==> src/verilog/fp64_pkg.sv <==
// shared types and constants for the double-precision compare unit
// every design file refers to these by scoped name, fp64_pkg::name
// holds the operand view, operand class, result vector and config word

package fp64_pkg;

	// ====================
	// field widths
	// ====================
	localparam int EMSB       = 10;
	localparam int FMSB       = 51;
	localparam int FP_WIDTH   = 64;
	localparam int PRED_SEL_W = 4;

	// sign / exponent / mantissa split of one operand
	typedef struct packed {
		logic            sgn;
		logic [EMSB:0]   exp;
		logic [FMSB:0]   man;
	} fp64_fields_t;

	// same word seen as raw bits for the equality test, or as fields
	typedef union packed {
		logic [FP_WIDTH-1:0] raw;
		fp64_fields_t        f;
	} fp64_u;

	// decomposed operand with its special-value class
	typedef struct packed {
		logic            sgn;
		logic [EMSB:0]   exp;
		logic [FMSB:0]   man;
		logic            zero;
		logic            inf;
		logic            nan;
		logic            qnan;
		logic            snan;
	} fp64_class_t;

	// ====================
	// result vector
	// ====================
	// low half holds the predicates, high half their complements
	typedef struct packed {
		logic [2:0] rsvd_hi;
		logic       ord;
		logic       mag_ge;
		logic       gt;
		logic       ge;
		logic       ne;
		logic [2:0] rsvd_lo;
		logic       unord;
		logic       mag_lt;
		logic       le;
		logic       lt;
		logic       eq;
	} fp_cmp_vec_t;

	// configuration word written by software
	typedef struct packed {
		logic [PRED_SEL_W-1:0] pred_sel;
		logic                  clr_flags;
	} fp_cmp_cfg_t;

	// exception pair, per result and as sticky flags
	typedef struct packed {
		logic invalid;
		logic snan;
	} fp_cmp_exc_t;

endpackage
==> src/verilog/fp_cmp_unit.sv <==
// top level of the double-precision compare unit
// operands strobed in cycle N give a registered result in cycle N+1,
// one comparison may start every cycle
// pred is the result bit chosen by the configured predicate select

`timescale 1ns/10ps

module fp_cmp_unit
(
	input  logic                  clk,
	input  logic                  rst_n,
	input  logic                  in_valid,
	input  fp64_pkg::fp64_u       a,
	input  fp64_pkg::fp64_u       b,
	input  logic                  cfg_we,
	input  fp64_pkg::fp_cmp_cfg_t cfg_wdata,
	output logic                  out_valid,
	output fp64_pkg::fp_cmp_vec_t result,
	output logic                  pred,
	output fp64_pkg::fp_cmp_exc_t exc,
	output fp64_pkg::fp_cmp_exc_t flags
);

	fp64_pkg::fp64_class_t           cls_a;
	fp64_pkg::fp64_class_t           cls_b;
	fp64_pkg::fp_cmp_vec_t           vec_d;
	fp64_pkg::fp_cmp_exc_t           exc_d;
	logic [fp64_pkg::PRED_SEL_W-1:0] pred_sel;

	// ====================
	// decode and compare
	// ====================
	fp64_decomp decomp_a_i (.i(a), .cls(cls_a));
	fp64_decomp decomp_b_i (.i(b), .cls(cls_b));

	fp64_compare compare_i
	(
		.a   (a),
		.b   (b),
		.ca  (cls_a),
		.cb  (cls_b),
		.vec (vec_d),
		.exc (exc_d)
	);

	// registered result and condition select
	fp_cmp_result result_i
	(
		.clk       (clk),
		.rst_n     (rst_n),
		.in_valid  (in_valid),
		.vec_d     (vec_d),
		.exc_d     (exc_d),
		.pred_sel  (pred_sel),
		.out_valid (out_valid),
		.result    (result),
		.exc       (exc),
		.pred      (pred)
	);

	// sticky flags take the registered exceptions
	fp_cmp_cfg cfg_i
	(
		.clk       (clk),
		.rst_n     (rst_n),
		.cfg_we    (cfg_we),
		.cfg_wdata (cfg_wdata),
		.res_valid (out_valid),
		.res_exc   (exc),
		.pred_sel  (pred_sel),
		.flags     (flags)
	);

endmodule

==> src/verilog/fp_cmp_cfg.sv <==
// configuration register beside the output stage
// stores the predicate select on a write and keeps sticky
// invalid / signalling-NaN flags until software clears them

`timescale 1ns/10ps

module fp_cmp_cfg
(
	input  logic                                clk,
	input  logic                                rst_n,
	input  logic                                cfg_we,
	input  fp64_pkg::fp_cmp_cfg_t               cfg_wdata,
	input  logic                                res_valid,
	input  fp64_pkg::fp_cmp_exc_t               res_exc,
	output logic [fp64_pkg::PRED_SEL_W-1:0]     pred_sel,
	output fp64_pkg::fp_cmp_exc_t               flags
);

	logic clr;

	// clear request only counts on a write strobe
	assign clr = cfg_we & cfg_wdata.clr_flags;

	// ====================
	// predicate select
	// ====================
	always_ff @(posedge clk)
	begin
		if (!rst_n)
			pred_sel <= '0;
		else if (cfg_we)
			pred_sel <= cfg_wdata.pred_sel;
	end

	// sticky flags, clear beats a same-edge set
	always_ff @(posedge clk)
	begin
		if (!rst_n)
			flags <= '0;
		else if (clr)
			flags <= '0;
		else if (res_valid)
			flags <= flags | res_exc;
	end

endmodule

==> src/verilog/fp_cmp_result.sv <==
// output stage of the compare unit
// registers the predicate vector and exceptions on the input strobe,
// pulses out_valid for one cycle and picks the branch condition bit
// from the registered vector with the current predicate select

`timescale 1ns/10ps

module fp_cmp_result
(
	input  logic                                clk,
	input  logic                                rst_n,
	input  logic                                in_valid,
	input  fp64_pkg::fp_cmp_vec_t               vec_d,
	input  fp64_pkg::fp_cmp_exc_t               exc_d,
	input  logic [fp64_pkg::PRED_SEL_W-1:0]     pred_sel,
	output logic                                out_valid,
	output fp64_pkg::fp_cmp_vec_t               result,
	output fp64_pkg::fp_cmp_exc_t               exc,
	output logic                                pred
);

	logic [15:0] result_bits;

	// ====================
	// pipeline register
	// ====================
	always_ff @(posedge clk)
	begin
		if (!rst_n)
		begin
			out_valid <= 1'b0;
			result    <= '0;
			exc       <= '0;
		end
		else
		begin
			// one-cycle pulse per strobe
			out_valid <= in_valid;
			// hold the last result until a new strobe arrives
			if (in_valid)
			begin
				result <= vec_d;
				exc    <= exc_d;
			end
		end
	end

	// condition bit follows pred_sel without another register stage
	assign result_bits = result;
	assign pred        = result_bits[pred_sel];

endmodule

==> src/verilog/fp64_compare.sv <==
// combinational compare of two decomposed double-precision operands
// produces the 16-bit predicate vector and the per-result exceptions
// raw words are used for bit equality, class structs for the ordering

`timescale 1ns/10ps

module fp64_compare
(
	input  fp64_pkg::fp64_u       a,
	input  fp64_pkg::fp64_u       b,
	input  fp64_pkg::fp64_class_t ca,
	input  fp64_pkg::fp64_class_t cb,
	output fp64_pkg::fp_cmp_vec_t vec,
	output fp64_pkg::fp_cmp_exc_t exc
);

	logic unord;
	logic both_zero;
	logic same_val;
	logic eq;
	logic mag_lt_raw;
	logic mag_gt;
	logic mag_lt;
	logic lt;

	// ====================
	// ordering
	// ====================
	assign unord     = ca.nan | cb.nan;
	assign both_zero = ca.zero & cb.zero;

	// +0 and -0 compare equal despite differing sign bits
	assign same_val = (a.raw == b.raw) | both_zero;
	assign eq       = same_val & ~unord;

	// magnitude from exponent and mantissa, b infinite forces a smaller
	assign mag_lt_raw = ({ca.exp, ca.man} < {cb.exp, cb.man}) | cb.inf;

	// strict magnitude order, an infinite side wins only against finite
	assign mag_gt = ({ca.exp, ca.man} > {cb.exp, cb.man}) | (ca.inf & ~cb.inf);
	assign mag_lt = ({ca.exp, ca.man} < {cb.exp, cb.man}) | (cb.inf & ~ca.inf);

	// unlike signs: negative side is less unless both are zero
	// like signs: magnitude order, flipped when both negative
	assign lt = (ca.sgn ^ cb.sgn) ? (ca.sgn & ~both_zero) :
		ca.sgn ? mag_gt : mag_lt;

	// ====================
	// result vector
	// ====================
	always_comb
	begin
		vec         = '0;
		vec.eq      = eq;
		vec.lt      = lt & ~unord;
		vec.le      = (lt | eq) & ~unord;
		vec.mag_lt  = mag_lt_raw;
		vec.unord   = unord;
		// complements, ordered ones still masked by unordered
		vec.ne      = ~eq;
		vec.ge      = ~lt & ~unord;
		vec.gt      = ~(lt | eq) & ~unord;
		vec.mag_ge  = ~mag_lt_raw;
		vec.ord     = ~unord;
	end

	// invalid also covers a pair of infinities
	assign exc.invalid = ca.nan | cb.nan | (ca.inf & cb.inf);
	assign exc.snan    = ca.snan | cb.snan;

endmodule

==> src/verilog/fp64_decomp.sv <==
// splits one double-precision operand into its fields and classifies it
// purely combinational, one instance per comparator input

`timescale 1ns/10ps

module fp64_decomp
(
	input  fp64_pkg::fp64_u       i,
	output fp64_pkg::fp64_class_t cls
);

	logic exp_ones;
	logic exp_zero;
	logic man_zero;

	// exponent patterns that mark special values
	assign exp_ones = &i.f.exp;
	assign exp_zero = ~|i.f.exp;
	assign man_zero = ~|i.f.man;

	always_comb
	begin
		// fields pass straight through the union's field view
		cls.sgn  = i.f.sgn;
		cls.exp  = i.f.exp;
		cls.man  = i.f.man;

		// zero ignores the sign so +0 and -0 classify alike
		cls.zero = exp_zero & man_zero;
		cls.inf  = exp_ones & man_zero;
		cls.nan  = exp_ones & ~man_zero;

		// top mantissa bit tells quiet from signalling
		cls.qnan = exp_ones & ~man_zero & i.f.man[fp64_pkg::FMSB];
		cls.snan = exp_ones & ~man_zero & ~i.f.man[fp64_pkg::FMSB];
	end

endmodule

==> config.mk <==
export PLATFORM = sky130hd
export DESIGN_NAME = fp_cmp_unit
export DESIGN_NICKNAME = d
export VERILOG_FILES = /design/src/verilog/fp64_pkg.sv /design/src/verilog/fp_cmp_unit.sv /design/src/verilog/fp_cmp_cfg.sv /design/src/verilog/fp_cmp_result.sv /design/src/verilog/fp64_compare.sv /design/src/verilog/fp64_decomp.sv
export SDC_FILE = /design/constraint.sdc
export NUM_CORES = 1
export LEC_CHECK = 0
export ABC_AREA = 1
export BUFFER_PORTS_ARGS = -buffer_cell sky130_fd_sc_hd__buf_4
export CORE_MARGIN = 2
export CORE_UTILIZATION = 43
export DETAILED_ROUTE_END_ITERATION = 6
export PLACE_DENSITY = 0.83
export SYNTH_ARGS = -nofsm -noshare
export SYNTH_HDL_FRONTEND = slang
export SYNTH_SLANG_ARGS = --single-unit
==> constraint.sdc <==
create_clock -name clk -period 1.65 [get_ports clk]
set_input_delay 0.2475 -clock clk [delete_from_list [all_inputs] [get_ports clk]]
set_output_delay 0.2475 -clock clk [all_outputs]
set_load 0.02 [all_outputs]
* After elaboration in Yosys (flattened, before gate mapping)
Cells that the tools add are included.
Cells by class: reductions and logical operators 11, mux-type cells 4, eq/ne operators 1, bitwise operators 40, order comparisons 3
Operators by type and width (count):
- 52-bit OR reduction | 2
- 64-bit equality test | 1
- 63-bit > comparator | 1
- 63-bit less-than comparator | 1
- 11-bit AND reduction | 2
- 11-bit OR reduction | 2
- 1-bit AND | 19
- 1-bit NOT | 11
- 1-bit bitwise OR | 8
- 4-bit by 5-bit less-than comparator with 1-bit output, second input constant | 1
- 1-bit binary-select mux with 4-bit select | 1
- 1-bit zero test | 4
- 1-bit 2-to-1 mux | 3
- 2-bit bitwise OR | 1
- 2-bit OR reduction | 1
- 1-bit XOR | 1
Storage, ports and cells: output and inout port bits 22, register bits 19, word-level logic and storage cells 75, input port bits 137

* Depth between registers and ports, before layout
depth after elaboration 11, depth in mapped cells 19, mapped depth without buffers 19

* Hierarchy
From an unflattened synthesis, not the netlist that was laid out.
Second synthesis, totals: cells, all modules 850, area total of the unflattened synthesis 5353.9 µm²
Modules (own cells, without submodules):
- fp64_compare | sequential area each 0.0 µm², area an instance 2745.1 µm², instances 1, cells each 441
- fp64_decomp | sequential area each 0.0 µm², area an instance 757.0 µm², instances 2, cells each 130
- fp_cmp_result | sequential area each 380.4 µm², area an instance 850.8 µm², instances 1, cells each 116
- fp_cmp_cfg | sequential area each 120.1 µm², area an instance 244.0 µm², instances 1, cells each 33

* Worst setup path before layout
No wires, ideal clock.
kind input -> register, start input b[60] in the netlist's numbering, end register result_i.result[2] (netlist name), slack 0 ps, path buffers 0, cell stages on the path 15, data arrival time 1530 ps, library setup time 120 ps, required time 1530 ps, cells stage by stage inv_1 ha_1 nand2_1 nor2_2 nand4_2 nor2_2 nand2_2 nor2_2 nand2_1 nand2_2 nand2_1 nand2_2 nand3_1 nand2_1 a21oi_2
Between the ends: cells in the longest elaborated chain, start to end 9, elaborated cells between the ends (all ways) 25, classes of those cells 2 x order compare; 1 x eq/ne; 2 x mux; 17 x bitwise; 3 x reduce/logical
Ends and longest elaborated chain:
- from (decl) | RTL line fp_cmp_unit.sv:14 | input fp64_pkg::fp64_u b,
- branches (longest 8 deep; another with 63-bit less-than comparator)
- 1-bit AND (*) | RTL line fp64_compare.sv:56 | vec.le = (lt | eq) & ~unord;
Every way passes the cells marked *. A chain may end at the register's enable or synchronous reset.

* Worst setup path in the final report
start input b[29] in the netlist's numbering, end register result_i.result[1] (netlist name)
Between the ends: cells in the longest elaborated chain, start to end 9, elaborated cells between the ends (all ways) 20, classes of those cells 2 x order compare; 2 x mux; 14 x bitwise; 2 x reduce/logical
Ends and longest elaborated chain:
- branches (longest 8 deep; another with 63-bit less-than comparator)
- 1-bit AND (*) | RTL line fp64_compare.sv:55 | vec.lt = lt & ~unord;
Marks and branches as above.

==> summary.md <==
| Metric | Value |
|---|---|
| Final Hold Slack | 0.2188 ns |
| First-pass GRT wire length | between 15000 and 20000 µm |
| CTS clk-pin slew, worst paths | 0.07 ns |
| Fin cells | 855 |
| Worst min-delay path class | in2reg |
| Worst skew pair latency | 0.26 ns |
| Status | complete, but fails checks |
| CTS hold repair buffers | 0 |
| Total wire length | roughly 13000 µm |
| F_max | 579.7 MHz |
| Gr ovfl total | 0 |
| Die Y | just over 90 µm |
| Dpl ws | -0.3805 ns |
| CP Launch Type | primary input |
| Syn avg cell area | 6.020 µm² |
| Ant diodes | 0 |
| Failing checks | setup timing |
| Crit path required time | 1.84 ns |
| Detailed placer's ending HPWL | 9715 µm |
| Reg2Reg Setup Slack | 0.90 ns |
| Vias per inst | 5.146 |
| Placed insts | 845 |
| Pwr dens | 383.3 mW/mm² |
| Crit Path Class | in2reg |
| Placer Congestion | between 0.9 and 1 |
| Rows | 31 |
| Final setup violation count | 6 |
| Max Clock Skew | about 0.0026 ns |
| Placement Cell Area | 0.004908 mm² |
| Post-synth ARST share | 0% |
| Total CTS buffers | 3 |
| Share of cells above drive strength 1 | 49.07% |
| Max cap viols | 0 |
| WP data arrival | 1.92 ns |
| All-layer global routing usage | 27.75% |
| Final Cell Area | 0.005712 mm² |
| CTS tree | done |
| Via count | 4400 |
| Top-Level Pins | 159 |
| Avg WL per Cell | 14.90 µm |
| Setup WS post-layout | -0.07488 ns |
| Register area | approximately 380 µm² |
| EDFF count, synth | 0 |
| Post-synthesis sequential area ratio | 11.68% |
| Leak | 2.932 nW |
| FILL cells | 529 |
| Placeable Area | roughly 0.0073 mm² |
| Starting Density | 44.66% |
| Fin nets | 957 |
| Top cell type's share of synthesized area | 24.20% |
| Final-report hold violation count | 0 |
| Max clock buf depth | 2 |
| Setup TNS | -0.2480 ns |
| VDD IR max | 0.0003663 V |
| RSZ-0062 raised after global routing | yes |
| Clk root buf | clkbuf_8 |
| Mapped Cells | between 500 and 600 |
| Clock sinks | 19 |
| Drt initial violations | 262 |
| PortBufs | 152 |
| Period utilization | 104.5% |
| H-tree depth | 1 |
| Commonest cells post-synth | nand2_1 (119), inv_1 (91), nor2_1 (81) |
| Setup crit end kind | flop |
| Syn Std Cell Area | 0.003257 mm² |
| Area of the multi-input gates | just over 0.003 mm² |
| Die ar. | 0.008286 mm² |
| Chip Width | 91.03 µm |
| TritonRoute pass-1 iters | 5 |
| Post-synth top area cell | ha_1 |
| Final min period | 1.725 ns |
| Count leader, synth | nand2_1 |
| Flops & latches, synth | 19 |
| Slew Limit Fails | 0 |
| Layout area overhead | 75.37% |
| Vias in the first global route | 4312 |
| Ys flop type | dfxtp_1 |
| Worst-path fanout max | 4 |
| Initial antenna violation count | 0 |
| Yosys cell types | 33 |
| Antenna-violating nets left | 0 |
| Main area contributors after synthesis | ha_1 (24%), nand2_1 (14%), dfxtp_1 (12%) |
| Warnings from Yosys | 0 |
| Maximum number of pins on one net before global-route repair | 13 |
| DRC Markers | 0 |
[sequential cells by signal, summed over array words and instances (netlist names)]
signal / count
cfg_i.flags: 2
cfg_i.pred_sel: 4
result_i.exc: 2
result_i.out_valid: 1
result_i.result: 10
[layout make-up]
type                       instances  share of cell area, %
clock buffer                       4                 0.7886
multi-input combinational        407                  54.04
inverter                         112                  7.667
tap                               99                  2.169
timing repair buffer             214                  28.65
sequential                        19                  6.681
[placed cells by master (no fill, tap or decap), types with 2 or more instances in the layout]
cell type	n
nand2_4	5
o22ai_1	2
nor4_4	3
nor2_2	11
o211ai_1	2
nand3_1	11
conb_1	6
clkbuf_8	3
ha_4	33
nor3_4	2
nor2_4	8
dfxtp_1	18
inv_4	7
nand4_1	24
nor2_1	68
ha_1	30
nor3_2	2
inv_2	38
buf_6	8
a21oi_2	13
nand2_1	105
nor3_1	2
nand3_2	6
buf_4	206
nand2_2	19
o21ai_1	5
o21ai_0	10
a21oi_1	26
inv_1	67
a21o_1	4
[cells by family after synthesis]
kind of cell	after synthesis	synth area share, %
and+or+nand+nor	272	38.23
buffers and inverters	120	14.52
AOI/OAI and AO/OA	66	11.26
adders and majority gates	63	24.20
DFF	19	11.68
other	1	0.1151
[worst max-delay path: stages]
cell,delay [ns]
buf_4,0.11
inv_1,0.09
buf_4,0.12
nand4_1,0.14
nor2_2,0.16
nand2_1,0.08
nor2_2,0.09
nand2_2,0.12
nor2_4,0.17
buf_4,0.13
a21oi_2,0.04
nand2_1,0.07
nand2_2,0.08
nand2_1,0.10
nand2_1,0.06
a21oi_1,0.11
[per-layer routing]
| metal | global-route usage, % | vias to the layer above | share of wire [%] |
|---|---|---|---|
| li1 | - | 2157 | - |
| met1 | 33.20 | 2020 | 40 |
| met2 | 52.04 | 189 | 52 |
| met3 | 3.734 | 34 | 5.5 |
| met4 | 6.439 | 0 | 2.8 |
| met5 | 0 | - | 0 |
[metrics by stage]
stage	utilization [%]	total power, mW
final	78.33	2.189
after global routing	78.33	2.343
after CTS	70.69	1.969
after detailed placement	67.31	1.584
after global placement	67.31	1.548
after floorplan	-	1.029
[report_power, final]
part           leakage [nW]  switching [mW]  internal, mW  total (mW)
combinational          2.75           0.676         0.682        1.36
sequential            0.157          0.0248         0.488       0.512
clock                0.0228           0.147         0.172       0.319
total                  2.93           0.848          1.34        2.19
[path summary, 6_finish.rpt]
| kind | start | end | cells past startpoint |
|---|---|---|---|
| max | b[29] | result_i.result[1] | 16 |
| min | cfg_wdata[3] | cfg_i.pred_sel[2] | 3 |
| max reg2reg | cfg_i.pred_sel[3] | cfg_i.pred_sel[3] | 3 |
| min reg2reg | cfg_i.flags[0] | cfg_i.flags[0] | 2 |
[repair_timing]
action,in CTS,in global routing
setup buffers,2,4
pin swaps,16,40
resized for setup,37,105
endpoints found under the setup margin,6,11
Power figures use the tool's default switching activity.
